[src/logic/apple_video_pkg.sv]
// ============================================================
// Shared widths and constants for the video conditioning path
// ============================================================

package apple_video_pkg;

	// Basic field widths
	localparam int LEVEL_W   = 2;
	localparam int CHANNEL_W = 8;
	localparam int AXIS_W    = 8;
	localparam int SCALE_W   = 3;
	localparam int ASPECT_W  = 12;

	// Width of the free running pixel divider
	localparam int CE_DIV_W = 3;

	// ============================================================
	// Video types
	// ============================================================

	// 2-bit colour level straight from the core
	typedef logic [LEVEL_W-1:0] color_level_t;

	// Full 8-bit output channel
	typedef logic [CHANNEL_W-1:0] channel_t;

	// Display menu choice
	typedef enum logic [1:0] {
		DISP_COLOR = 2'd0,
		DISP_BW    = 2'd1,
		DISP_GREEN = 2'd2,
		DISP_AMBER = 2'd3
	} display_mode_t;

	// Scaler menu code and derived scanline level
	typedef logic [SCALE_W-1:0] scale_t;
	typedef logic [1:0]         scanline_t;

	// Aspect ratio field for the scaler
	typedef logic [ASPECT_W-1:0] aspect_t;

	// ============================================================
	// Controller types
	// ============================================================

	// One analog axis or paddle byte
	typedef logic [AXIS_W-1:0] axis_t;

	// X in the high byte, Y in the low byte
	typedef logic [2*AXIS_W-1:0] joy_analog_t;

	// Fire2, fire1, up, down, left, right
	typedef logic [5:0] joy_digital_t;

	// Original 4:3 picture
	localparam aspect_t ASPECT_ORIG_X = 12'd4;
	localparam aspect_t ASPECT_ORIG_Y = 12'd3;

	// Scaler code that picks HQ2x filtering
	localparam scale_t HQ2X_SCALE = 3'd1;

endpackage

[src/logic/apple_video_out.sv]
`timescale 1ns/10ps

module apple_video_out import apple_video_pkg::*; (
	input  logic          CLK_VIDEO,
	input  logic          rst_n,
	// Core video
	input  logic          pixel_rate_normal,
	input  color_level_t  r_level,
	input  color_level_t  g_level,
	input  color_level_t  b_level,
	input  logic          hsync,
	input  logic          vsync,
	input  logic          hblank,
	input  logic          vblank,
	// Menu settings
	input  display_mode_t display_mode,
	input  scale_t        scale,
	input  logic          forced_scandoubler,
	input  logic [1:0]    aspect_mode,
	// Controller inputs
	input  joy_digital_t  joystick,
	input  joy_analog_t   joystick_analog,
	input  axis_t         paddle,
	input  logic          axes_normal,
	input  logic          paddle_x,
	input  logic          paddle_y,
	// Video out
	output logic          ce_pixel,
	output channel_t      vga_r,
	output channel_t      vga_g,
	output channel_t      vga_b,
	output logic          vga_hs,
	output logic          vga_vs,
	output logic          vga_de,
	output scanline_t     vga_sl,
	output logic          hq2x,
	output logic          scandoubler,
	output aspect_t       video_arx,
	output aspect_t       video_ary,
	// Controller out
	output joy_digital_t  joy_digital,
	output joy_analog_t   joy_analog
);

	// ============================================================
	// Stage wiring
	// ============================================================

	logic         ce_pix;
	color_level_t cap_r, cap_g, cap_b;
	logic         cap_hs, cap_vs, cap_blank;
	channel_t     exp_r, exp_g, exp_b;
	logic         exp_hs, exp_vs, exp_blank;

	assign ce_pixel = ce_pix;

	// Divider and input sampling
	pixel_capture u_capture (
		.CLK_VIDEO(CLK_VIDEO), .rst_n(rst_n), .pixel_rate_normal(pixel_rate_normal),
		.r_level(r_level), .g_level(g_level), .b_level(b_level),
		.hsync(hsync), .vsync(vsync), .hblank(hblank), .vblank(vblank),
		.ce_pix(ce_pix), .cap_r(cap_r), .cap_g(cap_g), .cap_b(cap_b),
		.cap_hs(cap_hs), .cap_vs(cap_vs), .cap_blank(cap_blank)
	);

	// Level expansion and display mode
	color_expand u_expand (
		.CLK_VIDEO(CLK_VIDEO), .rst_n(rst_n), .ce_pix(ce_pix),
		.display_mode(display_mode),
		.cap_r(cap_r), .cap_g(cap_g), .cap_b(cap_b),
		.cap_hs(cap_hs), .cap_vs(cap_vs), .cap_blank(cap_blank),
		.exp_r(exp_r), .exp_g(exp_g), .exp_b(exp_b),
		.exp_hs(exp_hs), .exp_vs(exp_vs), .exp_blank(exp_blank)
	);

	// Output timing and scaler decode
	video_output u_output (
		.CLK_VIDEO(CLK_VIDEO), .rst_n(rst_n), .ce_pix(ce_pix),
		.exp_r(exp_r), .exp_g(exp_g), .exp_b(exp_b),
		.exp_hs(exp_hs), .exp_vs(exp_vs), .exp_blank(exp_blank),
		.scale(scale), .forced_scandoubler(forced_scandoubler), .aspect_mode(aspect_mode),
		.vga_r(vga_r), .vga_g(vga_g), .vga_b(vga_b),
		.vga_hs(vga_hs), .vga_vs(vga_vs), .vga_de(vga_de),
		.vga_sl(vga_sl), .hq2x(hq2x), .scandoubler(scandoubler),
		.video_arx(video_arx), .video_ary(video_ary)
	);

	// Joystick branch runs beside the video pipeline
	joy_mapper u_joy (
		.CLK_VIDEO(CLK_VIDEO), .rst_n(rst_n),
		.joystick(joystick), .joystick_analog(joystick_analog), .paddle(paddle),
		.axes_normal(axes_normal), .paddle_x(paddle_x), .paddle_y(paddle_y),
		.joy_digital(joy_digital), .joy_analog(joy_analog)
	);

endmodule

[src/logic/color_expand.sv]
`timescale 1ns/10ps

module color_expand import apple_video_pkg::*; (
	input  logic          CLK_VIDEO,
	input  logic          rst_n,
	input  logic          ce_pix,
	input  display_mode_t display_mode,
	input  color_level_t  cap_r,
	input  color_level_t  cap_g,
	input  color_level_t  cap_b,
	input  logic          cap_hs,
	input  logic          cap_vs,
	input  logic          cap_blank,
	output channel_t      exp_r,
	output channel_t      exp_g,
	output channel_t      exp_b,
	output logic          exp_hs,
	output logic          exp_vs,
	output logic          exp_blank
);

	// Repeat the two level bits across the byte
	function automatic channel_t expand_level(input color_level_t lvl);
		return {4{lvl}};
	endfunction

	// Brightest of the three levels
	function automatic color_level_t max_level(
		input color_level_t a,
		input color_level_t b,
		input color_level_t c
	);
		color_level_t m;
		m = a;
		if (b > m)
			m = b;
		if (c > m)
			m = c;
		return m;
	endfunction

	// ============================================================
	// Display mode mapping
	// ============================================================

	channel_t lum;
	channel_t next_r, next_g, next_b;

	assign lum = expand_level(max_level(cap_r, cap_g, cap_b));

	always_comb begin
		// Colour by default
		next_r = expand_level(cap_r);
		next_g = expand_level(cap_g);
		next_b = expand_level(cap_b);
		case (display_mode)
			DISP_BW: begin
				next_r = lum;
				next_g = lum;
				next_b = lum;
			end
			DISP_GREEN: begin
				next_r = '0;
				next_g = lum;
				next_b = '0;
			end
			DISP_AMBER: begin
				// Half strength green gives the amber tint
				next_r = lum;
				next_g = lum >> 1;
				next_b = '0;
			end
			default: ;
		endcase
	end

	// Colour and timing move together one pixel later
	always_ff @(posedge CLK_VIDEO or negedge rst_n) begin
		if (!rst_n) begin
			exp_r     <= '0;
			exp_g     <= '0;
			exp_b     <= '0;
			exp_hs    <= 1'b0;
			exp_vs    <= 1'b0;
			exp_blank <= 1'b0;
		end else if (ce_pix) begin
			exp_r     <= next_r;
			exp_g     <= next_g;
			exp_b     <= next_b;
			exp_hs    <= cap_hs;
			exp_vs    <= cap_vs;
			exp_blank <= cap_blank;
		end
	end

endmodule

[src/logic/joy_mapper.sv]
`timescale 1ns/10ps

module joy_mapper import apple_video_pkg::*; (
	input  logic         CLK_VIDEO,
	input  logic         rst_n,
	input  joy_digital_t joystick,
	input  joy_analog_t  joystick_analog,
	input  axis_t        paddle,
	input  logic         axes_normal,
	input  logic         paddle_x,
	input  logic         paddle_y,
	output joy_digital_t joy_digital,
	output joy_analog_t  joy_analog
);

	// ============================================================
	// Analog path
	// ============================================================

	axis_t        pdl;
	joy_analog_t  stick;
	joy_analog_t  next_analog;
	joy_digital_t dir_mask;

	// Unsigned paddle to the signed axis range
	assign pdl = {~paddle[7], paddle[6:0]};

	// Optional X/Y swap
	assign stick = axes_normal ? joystick_analog :
		{joystick_analog[7:0], joystick_analog[15:8]};

	// Paddle can stand in for either axis
	assign next_analog = {
		paddle_x ? pdl : stick[15:8],
		paddle_y ? pdl : stick[7:0]
	};

	// ============================================================
	// Digital masking
	// ============================================================

	// Fire buttons always pass
	// Up/down drop while Y is deflected, left/right while X is
	assign dir_mask = {2'b11, {2{~|stick[7:0]}}, {2{~|stick[15:8]}}};

	always_ff @(posedge CLK_VIDEO or negedge rst_n) begin
		if (!rst_n) begin
			joy_digital <= '0;
			joy_analog  <= '0;
		end else begin
			joy_digital <= joystick & dir_mask;
			joy_analog  <= next_analog;
		end
	end

endmodule

[src/logic/pixel_capture.sv]
`timescale 1ns/10ps

module pixel_capture import apple_video_pkg::*; (
	input  logic         CLK_VIDEO,
	input  logic         rst_n,
	input  logic         pixel_rate_normal,
	input  color_level_t r_level,
	input  color_level_t g_level,
	input  color_level_t b_level,
	input  logic         hsync,
	input  logic         vsync,
	input  logic         hblank,
	input  logic         vblank,
	output logic         ce_pix,
	output color_level_t cap_r,
	output color_level_t cap_g,
	output color_level_t cap_b,
	output logic         cap_hs,
	output logic         cap_vs,
	output logic         cap_blank
);

	// ============================================================
	// Pixel clock enable
	// ============================================================

	// Free running divider
	logic [CE_DIV_W-1:0] div;

	always_ff @(posedge CLK_VIDEO or negedge rst_n) begin
		if (!rst_n) begin
			div    <= '0;
			ce_pix <= 1'b0;
		end else begin
			div <= div + 1'b1;
			// Normal rate is one clock in 8, double rate one in 4
			if (pixel_rate_normal)
				ce_pix <= &div;
			else
				ce_pix <= &div[1:0];
		end
	end

	// ============================================================
	// Input capture
	// ============================================================

	// Sample the core outputs once per pixel
	always_ff @(posedge CLK_VIDEO or negedge rst_n) begin
		if (!rst_n) begin
			cap_r     <= '0;
			cap_g     <= '0;
			cap_b     <= '0;
			cap_hs    <= 1'b0;
			cap_vs    <= 1'b0;
			cap_blank <= 1'b0;
		end else if (ce_pix) begin
			cap_r  <= r_level;
			cap_g  <= g_level;
			cap_b  <= b_level;
			cap_hs <= hsync;
			cap_vs <= vsync;
			// Later stages only care about any blanking
			cap_blank <= hblank | vblank;
		end
	end

endmodule

[src/logic/video_output.sv]
`timescale 1ns/10ps

module video_output import apple_video_pkg::*; (
	input  logic      CLK_VIDEO,
	input  logic      rst_n,
	input  logic      ce_pix,
	input  channel_t  exp_r,
	input  channel_t  exp_g,
	input  channel_t  exp_b,
	input  logic      exp_hs,
	input  logic      exp_vs,
	input  logic      exp_blank,
	input  scale_t    scale,
	input  logic      forced_scandoubler,
	input  logic [1:0] aspect_mode,
	output channel_t  vga_r,
	output channel_t  vga_g,
	output channel_t  vga_b,
	output logic      vga_hs,
	output logic      vga_vs,
	output logic      vga_de,
	output scanline_t vga_sl,
	output logic      hq2x,
	output logic      scandoubler,
	output aspect_t   video_arx,
	output aspect_t   video_ary
);

	// ============================================================
	// Pixel output register
	// ============================================================

	always_ff @(posedge CLK_VIDEO or negedge rst_n) begin
		if (!rst_n) begin
			vga_r  <= '0;
			vga_g  <= '0;
			vga_b  <= '0;
			vga_hs <= 1'b0;
			vga_vs <= 1'b0;
			vga_de <= 1'b0;
		end else if (ce_pix) begin
			vga_hs <= exp_hs;
			vga_vs <= exp_vs;
			vga_de <= ~exp_blank;
			// Black outside the active area
			vga_r <= exp_blank ? '0 : exp_r;
			vga_g <= exp_blank ? '0 : exp_g;
			vga_b <= exp_blank ? '0 : exp_b;
		end
	end

	// ============================================================
	// Scaler and aspect decode
	// ============================================================

	// Scanline level is one below the menu code
	scanline_t  sl_code;
	logic [1:0] ar_code;

	assign sl_code = scale[1:0] - 2'd1;
	assign ar_code = aspect_mode - 2'd1;

	always_ff @(posedge CLK_VIDEO or negedge rst_n) begin
		if (!rst_n) begin
			vga_sl      <= '0;
			hq2x        <= 1'b0;
			scandoubler <= 1'b0;
			video_arx   <= '0;
			video_ary   <= '0;
		end else begin
			vga_sl      <= (scale != '0) ? sl_code : '0;
			hq2x        <= (scale == HQ2X_SCALE);
			scandoubler <= (scale != '0) | forced_scandoubler;
			// Nonzero modes pass the scaler's full screen and custom codes
			if (aspect_mode == 2'd0) begin
				video_arx <= ASPECT_ORIG_X;
				video_ary <= ASPECT_ORIG_Y;
			end else begin
				video_arx <= aspect_t'(ar_code);
				video_ary <= '0;
			end
		end
	end

endmodule

[config.mk]
export PLATFORM = sky130hd
export DESIGN_NAME = apple_video_out
export DESIGN_NICKNAME = d
export VERILOG_FILES = /design/src/logic/apple_video_pkg.sv /design/src/logic/apple_video_out.sv /design/src/logic/color_expand.sv /design/src/logic/joy_mapper.sv /design/src/logic/pixel_capture.sv /design/src/logic/video_output.sv
export SDC_FILE = /design/constraint.sdc
export NUM_CORES = 1
export LEC_CHECK = 0
export BUFFER_PORTS_ARGS = -buffer_cell sky130_fd_sc_hd__buf_4
export CAP_MARGIN = 20
export CORE_MARGIN = 2
export CORE_UTILIZATION = 50
export DETAILED_ROUTE_END_ITERATION = 10
export GPL_TIMING_DRIVEN = 0
export PLACE_DENSITY = 0.91
export SLEW_MARGIN = 0
export SYNTH_ARGS = -nofsm -noshare
export SYNTH_HDL_FRONTEND = slang
export SYNTH_SLANG_ARGS = --single-unit
export TNS_END_PERCENT = 100
[constraint.sdc]
create_clock -name CLK_VIDEO -period 4.2 [get_ports CLK_VIDEO]
set_input_delay 0.84 -clock CLK_VIDEO [delete_from_list [all_inputs] [get_ports CLK_VIDEO]]
set_output_delay 0.84 -clock CLK_VIDEO [all_outputs]
set_load 0.02 [all_outputs]
==> results of run 1 <==
## sequential cells by signal (all words and copies together) (netlist names), 3 cells and up
signal and count:
u_expand.exp_g 3, u_joy.joy_digital 6, u_joy.joy_analog 16, u_capture.div 3, u_output.vga_g 3
## kinds of logic after synthesis
family,Yosys count,share of synthesized area (%)
AND/OR/NAND/NOR,75,11.8
buffers and inverters,67,13.5
flip-flops,62,50.6
AO/OA/AOI/OAI,54,11.4
multiplexers,24,8.19
adder cells (fa/ha/maj),11,4.48
other,1,0.122
## synth_stat cells (all sizes together) (2+ instances only)
cell type / instances
a211oi: 2
a21oi: 8
a22o: 2
and2: 6
and3: 2
buf: 43
clkbuf: 5
dfrtp: 62
ha: 11
inv: 19
mux2: 9
mux2i: 15
nand2: 29
nand2b: 2
nand3: 3
nand3b: 5
nor2: 15
nor2b: 3
nor3: 3
nor4: 4
o21ai: 30
o21bai: 2
o31ai: 3
## worst max-delay path, delay by kind of cell (launching register included)
| kind | cells | cell delay, ps |
|---|---|---|
| flops | 1 | 410 |
| simple gates | 3 | 590 |
| buf+inv | 2 | 120 |
| compound gates | 4 | 670 |
| fa+ha+maj | 2 | 460 |
## metal layers
metal | vias up | global-route usage, % | routed length, um
met5 | - | 0 | 0
met4 | 0 | 12.7 | 186
met3 | 18 | 9.02 | 769
met2 | 131 | 42.3 | 3760
met1 | 1229 | 22.3 | 2360
li1 | 1211 | - | -
## cell usage in the layout (no fill, tap or decap), types with 2 or more instances in the layout
cell      synthesis  final
conb_1            1     19
o31ai_1           2      2
nor3_1            3      3
a21oi_1           8      8
and3_1            2      2
and2_1            6      6
nor2b_1           3      3
ha_1             11     11
clkbuf_1          5      6
clkbuf_8          0     10
nand2_1          29     29
o21ai_0          30     30
nor4_1            4      4
mux2_2            9      9
inv_1            19     19
nor2_1           15     15
buf_6             2      2
mux2i_1          15     15
buf_2             3      3
nand3b_1          5      5
dfrtp_1          62     62
nand2b_1          2      2
a22o_1            2      2
buf_4            38    150
nand3_1           3      3
a211oi_1          2      2
## worst max path at each step
stage                  startpoint           endpoint  slack [ps]  depth (start not counted)
3_5_place_dp   u_capture.cap_g[0]  u_expand.exp_b[6]        1820                         11
5_1_grt        u_capture.cap_g[0]  u_expand.exp_b[6]        1590                         11
2_1_floorplan  u_capture.cap_r[0]  u_expand.exp_r[6]        2070                         10
3_3_place_gp   u_capture.cap_r[0]  u_expand.exp_g[5]        1950                         10
4_1_cts        u_capture.cap_g[0]  u_expand.exp_b[6]        1810                         11
6_report       u_capture.cap_g[0]  u_expand.exp_g[5]        1800                         11
## metrics by stage
step / area, um2 / instances / utilization (%) / worst slack, ps
after floorplan: 3140 / 312 / - / 2070
final: 4250 / 512 / 71.7 / 1800
after global routing: 4250 / 512 / 71.7 / 1590
after detailed placement: 4070 / 499 / 68.8 / 1820
after CTS: 4250 / 512 / 71.7 / 1810
after global placement: 4070 / 499 / 68.8 / 1950
## cell type report
| type | count | area [um2] | share of cell area [%] |
|---|---|---|---|
| repair buffers | 112 | 841 | 19.8 |
| well taps | 75 | 93.8 | 2.21 |
| clock inverters | 2 | 35.0 | 0.825 |
| multi-input cells | 183 | 1170 | 27.6 |
| plain buffers | 48 | 342 | 8.04 |
| clock buffers | 11 | 141 | 3.33 |
| flip-flops and latches | 62 | 1550 | 36.5 |
| inverters | 19 | 71.3 | 1.68 |
## power by group through the flow
stage                     clock network, mW  logic [mW]  registers (mW)
final                                 0.482       0.322           0.661
after global routing                  0.517       0.352           0.666
after CTS                             0.494       0.322           0.661
after detailed placement                  0       0.322           0.672
after global placement                    0       0.311           0.669
after floorplan                           0       0.148           0.700
==> flow_summary.ini, run 1 <==
[status]
status = complete, no violations

[sta]
final_hold_viol_count = 0
setup_violations = 0
period_share_pct = 57.1
fmax_ghz = 0.417
maxSlewViolCount = 0
finalCriticalPeriod_ps = 2400
rsz0062_at_grt = no
tightest_slew_ps = 747
final.setup.tns_ps = 0
fin_skew_ps = 6.76
holdWs_ps = 428
slew_headroom_pct = 50.2

[setup_path]
cp.required_ps = 4400
crit_arrival_ps = 2600
critPathKind = flip-flop to flip-flop
worstReg2RegStart = u_capture.cap_g[0]
startpoint_type = flip-flop
ff2ff_path_depth = 11
cp-end-kind = flip-flop
r2r-end = u_expand.exp_g[5]
max_stage_delay_ps = 410
path_max_fanout = 5
slowest_stage = dfrtp_1
path_cells = inv_1, ha_1, nor3b_1, a221oi_4, nand2_1, inv_1, ha_1, o21bai_1, nand2_1, a31oi_2, o31ai_1
r2r_slack_ps = 1800

[power_and_ir_drop]
clockPowerShare_pct = 32.9
swShare_pct = 26.9
power_mw = 1.46
pwr-share-comb_pct = 22.0
p_sw_uw = 394
p_per_area_nw_per_um2 = 345
p_leak_nw = 2.23
p_int_mw = 1.07
vdd.ir_drop.worst_mv = 0.216
seqPwrFrac_pct = 45.1

[grt]
grt_max_degree = 63
grt_pass1_wl_mm = 11.8
antenna_found_initial = 0
grt-ovfl-total = 0
grt_pass1_vias = 2655
track_usage_pct = 23.3

[route]
drt-initial-drc-count = 206
firstDrtPassIters = 4
drtAntennaViolNets = 0
avgRoutedWirePerCell_um = 13.8
drcViolationCount = 0
via_per_inst = 5.06
routed-via-count = 2589
drt-total-wl_mm = 7.08

[finish]
drive_above_1_share_pct = 41.2
layout.nets = 500
n_antenna_cell = 0
fillerInstances = 456
area_delta_synth_final_pct = 38.4

[synth]
ys_seq_elements = 62
yosys.area.top_type_share_pct = 50.6
ys.flop_type = dfrtp_1
synth.area.top_cells = dfrtp_1, buf_4, mux2i_1, o21ai_0, ha_1
synth_edf_count = 0
syn_area_um2 = 3070
syn_area_per_cell_um2 = 10.4
synth.distinct_cells = 38
yosysTopAreaCell = dfrtp_1
seq_area_frac_synth_pct = 50.6
yosysWarnings = 0
async_flop_share_pct = 100
synthCells = 294

[floorplan]
chipHeight_um = 82.3
io_pins = 132
fp-row-count = 28
dieArea_um2 = 6780
die_w_um = 82.3
core_um2 = 5920
initial_core_util_pct = 51.8

[worst_hold_path]
worst_hold_path.num_cells = 1
holdCritPathClass = flip-flop to flip-flop
hp-start = u_capture.div[0]
hold_end = u_capture.div[0]

[clocking]
clk_latency_ps = 330
cts_tree = yes
post_cts_buffers = 0
clockBufferDepth = 2
cts_buffers = 9
clkTransAtPathRegs_ps = 60
hold_buffers = 0
htree_levels = 3
cts.sink_count = 62
cts_resized = 0
root_buffer = clkbuf_8

[placement]
finalWeightedCongestion = 0.912
dpl.hpwl_mm = 5.62
numPortBuffers = 112

[flow_run]
drv_cap = 0
Power figures use the tool's default switching activity.
==> inputs of run 2 (changes only) <==
Settings changed: ABC_AREA set to 1, CORE_UTILIZATION 50 to 43, PLACE_DENSITY 0.91 to 0.85.
Clock period 4.2 ns to 2.15 ns, I/O delays scaled along.
==> flow_summary.ini, run 2 <==
[route]
routed-via-count = 2608
drcViolationCount = 0
via_per_inst = 4.50
drt-total-wl_mm = 6.91
avgRoutedWirePerCell_um = 11.9
firstDrtPassIters = 4
drt-initial-drc-count = 77
drtAntennaViolNets = 0

[clocking]
hold_buffers = 0
cts.sink_count = 62
clk_latency_ps = 330
htree_levels = 3
clkTransAtPathRegs_ps = 70
cts_tree = yes
cts_buffers = 9
root_buffer = clkbuf_8
clockBufferDepth = 2

[setup_path]
max_stage_delay_ps = 390
path_max_fanout = 3
slowest_stage = dfrtp_1
cp.required_ps = 2370
crit_cells = 13
critPathKind = flip-flop to flip-flop
crit_family = adder cells
startpoint_type = flip-flop
ff2ff_path_depth = 13
r2r_slack_ps = 80
cp-end-kind = flip-flop
path_buf_inv = 3
crit_arrival_ps = 2290
cp_common_cell = nand2_1
path_cells = inv_2, ha_4, o21ai_2, nand2_1, nand2_1, nand2_1, ha_2, inv_1, o21ai_1, nand3_1, buf_4, nand3_1, a21oi_1

[sta]
final_hold_viol_count = 0
finalCriticalPeriod_ps = 2070
fmax_ghz = 0.483
fin_skew_ps = 7.20
maxSlewViolCount = 0
setup_violations = 0
tightest_slew_ps = 769
slew_headroom_pct = 48.7
period_share_pct = 96.3
rsz0062_at_grt = yes

[grt]
antenna_found_initial = 0
grt_pass1_wl_mm = 11.1
grt_pass1_vias = 2585
track_usage_pct = 18.4
grt_max_degree = 63
grt-ovfl-total = 0

[synth]
synth.distinct_cells = 28
yosysTopAreaCell = dfrtp_1
seq_area_frac_synth_pct = 51.5
ys_seq_elements = 62
yosysWarnings = 0
yosys.area.top_type_share_pct = 51.5
ys.flop_type = dfrtp_1
synth.most_common_cell = nand2_1
synth_common_cells = nand2_1, dfrtp_1, buf_4
async_flop_share_pct = 100
synthCells = 334
syn_area_um2 = 3010
syn_area_per_cell_um2 = 9.02
synth_edf_count = 0
synth.area.top_cells = dfrtp_1, buf_4, nand2_1, ha_1, inv_1

[finish]
fillerInstances = 547
regArea_um2 = 1550
regMostFlops = u_joy.joy_analog
drive_above_1_share_pct = 40.2
final_common_cell = buf_4
n_antenna_cell = 0
multi_input_area_um2 = 1090
area_delta_synth_final_pct = 44.0
largest_reg_flops = 16
utilization_pct = 63.9
stdcell_area_um2 = 4340
reg_top3 = u_joy.joy_analog (16), u_joy.joy_digital (6)
layout_common_cells = buf_4, nand2_1, dfrtp_1, inv_1, nor2_1
layout.nets = 543

[floorplan]
initial_core_util_pct = 44.4
die_w_um = 87.7
core_um2 = 6790
chipHeight_um = 87.7
io_pins = 132
dieArea_um2 = 7700
fp-row-count = 30

[worst_hold_path]
holdCritPathClass = primary input to asynchronous set/reset pin

[status]
status = complete, no violations

[power_and_ir_drop]
p_leak_nw = 2.38
p_per_area_nw_per_um2 = 741
vdd.ir_drop.worst_mv = 0.438
power_mw = 3.21

[placement]
numPortBuffers = 112
place_area_um2 = 4040
finalWeightedCongestion = 0.916
dpl.hpwl_mm = 5.17

[flow_run]
drv_cap = 0
run 2: kinds of logic after synthesis:
logic type,after synthesis,synth area share (%)
mux,9,3.32
flops,62,51.5
simple gates,114,15.3
compound gates,54,9.55
buf+inv,83,15.6
other cells,1,0.124
fa+ha+maj,11,4.57
run 2: routing by layer:
metal	vias up	wire length, um	track usage, %	part of all wire (%)
met5	-	0	0	0
met2	109	3590	33.3	52
met3	14	561	6.88	8.1
li1	1289	-	-	-
met1	1196	2630	19.7	38
met4	0	131	6.01	1.9
run 2: layout make-up:
| type | instances | area share (%) |
|---|---|---|
| plain buffers | 49 | 7.93 |
| clock buffers | 9 | 2.85 |
| clock inverters | 7 | 2.83 |
| inverters | 34 | 2.94 |
| multi-input cells | 207 | 25.0 |
| flip-flops and latches | 62 | 35.8 |
| well taps | 96 | 2.77 |
| repair buffers | 115 | 19.9 |
run 2: power by group:
group	internal, mW	switching (mW)	leakage, nW
sequential	1.25	0.0439	0.759
combinational	0.315	0.354	1.51
clock	0.773	0.478	0.116
run 2: final timing paths:
kind,start,end
max in group asynchronous,rst_n,u_capture.cap_g[0]
setup reg to reg,u_capture.cap_r[1],u_expand.exp_r[6]
min in group CLK_VIDEO,joystick[4],u_joy.joy_digital[4]
hold reg to reg,u_capture.div[0],u_capture.div[0]
setup / recovery,u_capture.cap_r[1],u_expand.exp_r[6]
hold / removal,rst_n,u_output.vga_g[5]
run 2: worst register-to-register path, cell delays in order (launching register included):
cell	delay, ps
dfrtp_1	390
inv_2	100
ha_4	210
o21ai_2	140
nand2_1	60
nand2_1	70
nand2_1	60
ha_2	300
inv_1	50
o21ai_1	110
nand3_1	150
buf_4	180
nand3_1	70
a21oi_1	70
run 2: timing repair:
| item | 4_1_cts | 5_1_grt |
|---|---|---|
| gates resized for setup | 0 | 8 |
| setup buffers | 0 | 3 |
| endpoints found under the setup margin | 1 | 4 |
| pin swaps | 2 | 7 |
run 2: metrics by stage:
step	worst slack (ps)	instances	TNS, ps	hold slack [ps]
3_3_place_gp	126	560	0	412
5_1_grt	-27.2	579	-66.1	170
3_5_place_dp	30.2	560	0	422
2_1_floorplan	252	352	0	134
6_report	80.4	579	0	178
4_1_cts	11.1	576	0	180
==> inputs of run 3 (changes only) <==
Settings changed: ABC_AREA 1 to unset, PLACE_DENSITY 0.85 to 0.84.
==> flow_summary.ini, run 3 (same netlist as run 1, synthesis figures left out) <==
[status]
status = complete, no violations

[finish]
area_delta_synth_final_pct = 44.3
drive_above_1_share_pct = 45.8
regMostFlops = u_joy.joy_analog
largest_reg_flops = 16
fillerInstances = 558
utilization_pct = 64.5
layout.nets = 503
stdcell_area_um2 = 4430
final_common_cell = buf_4
reg_top3 = u_joy.joy_analog (16), u_joy.joy_digital (6)
layout_common_cells = buf_4, dfrtp_1, o21ai_0, nand2_1, conb_1
n_antenna_cell = 0

[power_and_ir_drop]
p_int_mw = 2.09
p_sw_uw = 838
pwr-share-comb_pct = 23.5
seqPwrFrac_pct = 44.1
swShare_pct = 28.6
p_per_area_nw_per_um2 = 661
vdd.ir_drop.worst_mv = 0.312
p_leak_nw = 2.26
clockPowerShare_pct = 32.4

[route]
drtAntennaViolNets = 0
firstDrtPassIters = 4
drcViolationCount = 0
routed-via-count = 2540
drt-initial-drc-count = 103
via_per_inst = 4.71
drt-total-wl_mm = 7.22
avgRoutedWirePerCell_um = 13.4

[setup_path]
cp-startpoint = u_capture.cap_g[0]
startpoint_type = flip-flop
worstReg2RegStart = u_capture.cap_g[0]
critPathKind = flip-flop to flip-flop
path_max_fanout = 3
cp.required_ps = 2390
cp-end-kind = flip-flop
crit_arrival_ps = 2380

[placement]
place_area_um2 = 4100
finalWeightedCongestion = 0.893
dpl.hpwl_mm = 5.50
numPortBuffers = 112

[sta]
final.setup.tns_ps = 0
holdWs_ps = 178
slew_headroom_pct = 48.9
rsz0062_at_grt = yes
fmax_ghz = 0.468
setup_violations = 0
maxSlewViolCount = 0
tightest_slew_ps = 766
period_share_pct = 99.4
fin_skew_ps = 10.8
final_hold_viol_count = 0
finalCriticalPeriod_ps = 2140

[floorplan]
core_um2 = 6870
initial_core_util_pct = 44.7
io_pins = 132
fp-row-count = 30
die_w_um = 88.5
dieArea_um2 = 7830
chipHeight_um = 88.5

[grt]
antenna_found_initial = 0
grt_max_degree = 63
grt_pass1_vias = 2462
grt_pass1_wl_mm = 11.4
track_usage_pct = 19.2
grt-ovfl-total = 0

[clocking]
root_buffer = clkbuf_8
cts_tree = yes
cts_buffers = 9
hold_buffers = 0
clockBufferDepth = 2
clkTransAtPathRegs_ps = 70
clk_latency_ps = 330
cts.sink_count = 62
htree_levels = 3

[flow_run]
drv_cap = 0

[worst_hold_path]
holdCritPathClass = primary input to asynchronous set/reset pin
run 3: changes by cell type in the layout (fill, tap and decap cells not counted), sizes merged, moves of 12 or more:
cell,previous run,this run
nand2,72,29
nor2,27,15
a21oi,22,8
mux2i,1,15
inv,34,19
run 3: cell type report:
class	instances	area, um2	area share (%)
clock inverter	3	17.5	0.395
buffer	48	342	7.71
multi-input combinational	183	1290	29.2
tap	96	120	2.71
inverter	19	71.3	1.61
sequential	62	1550	35.1
clock buffer	13	169	3.81
timing repair buffer	115	863	19.5
run 3: repair_timing:
action	in CTS	in global routing
gates resized for setup	10	12
pin swaps	8	8
setup endpoints to repair	4	4
endpoints found under the hold margin	0	0
buffers inserted	2	1
run 3: worst paths after layout:
| check | to | slack (ps) | cells after the start |
|---|---|---|---|
| worst min-delay path | u_output.vga_g[5] | 180 | 1 |
| worst max-delay path | u_expand.exp_r[6] | 10 | 11 |
| worst min register to register | u_capture.div[0] | 420 | 1 |
| worst max register to register | u_expand.exp_r[6] | 10 | 11 |
| max in group asynchronous | u_capture.cap_r[0] | 1430 | 1 |
| min in group CLK_VIDEO | u_joy.joy_digital[5] | 200 | 1 |
run 3: critical path, stage by stage (launching register included):
cell and delay, ps:
dfrtp_1 390, inv_2 80, ha_4 220, and2b_1 180, o21bai_2 220, nand2_2 90, inv_2 70, ha_4 200
nand2b_4 80, and3_4 190, a31oi_4 50, o31ai_2 270
run 3: per-stage QoR:
step	setup slack [ps]	total power, mW	std cells
floorplan	15.7	1.66	312
global placement	-109	1.92	520
detailed placement	-237	1.94	520
CTS	8.34	2.92	538
global route	-85.2	3.08	539
finish	12.0	2.93	539
run 3: layer usage:
layer  GRT usage (%)  part of all wire (%)  up-vias
met5               0                     0        -
met4            9.92                   2.6        0
met1            20.9                    38     1175
met2            32.7                    50      126
li1                -                     -     1220
met3            7.00                   9.9       19
run 3: power by group through the flow:
stage / registers, mW / clock network (mW) / logic, mW
3_5_place_dp: 1.31 / 0 / 0.627
4_1_cts: 1.29 / 0.972 / 0.651
3_3_place_gp: 1.31 / 0 / 0.610
2_1_floorplan: 1.37 / 0 / 0.290
6_report: 1.29 / 0.948 / 0.687
5_1_grt: 1.30 / 1.03 / 0.745
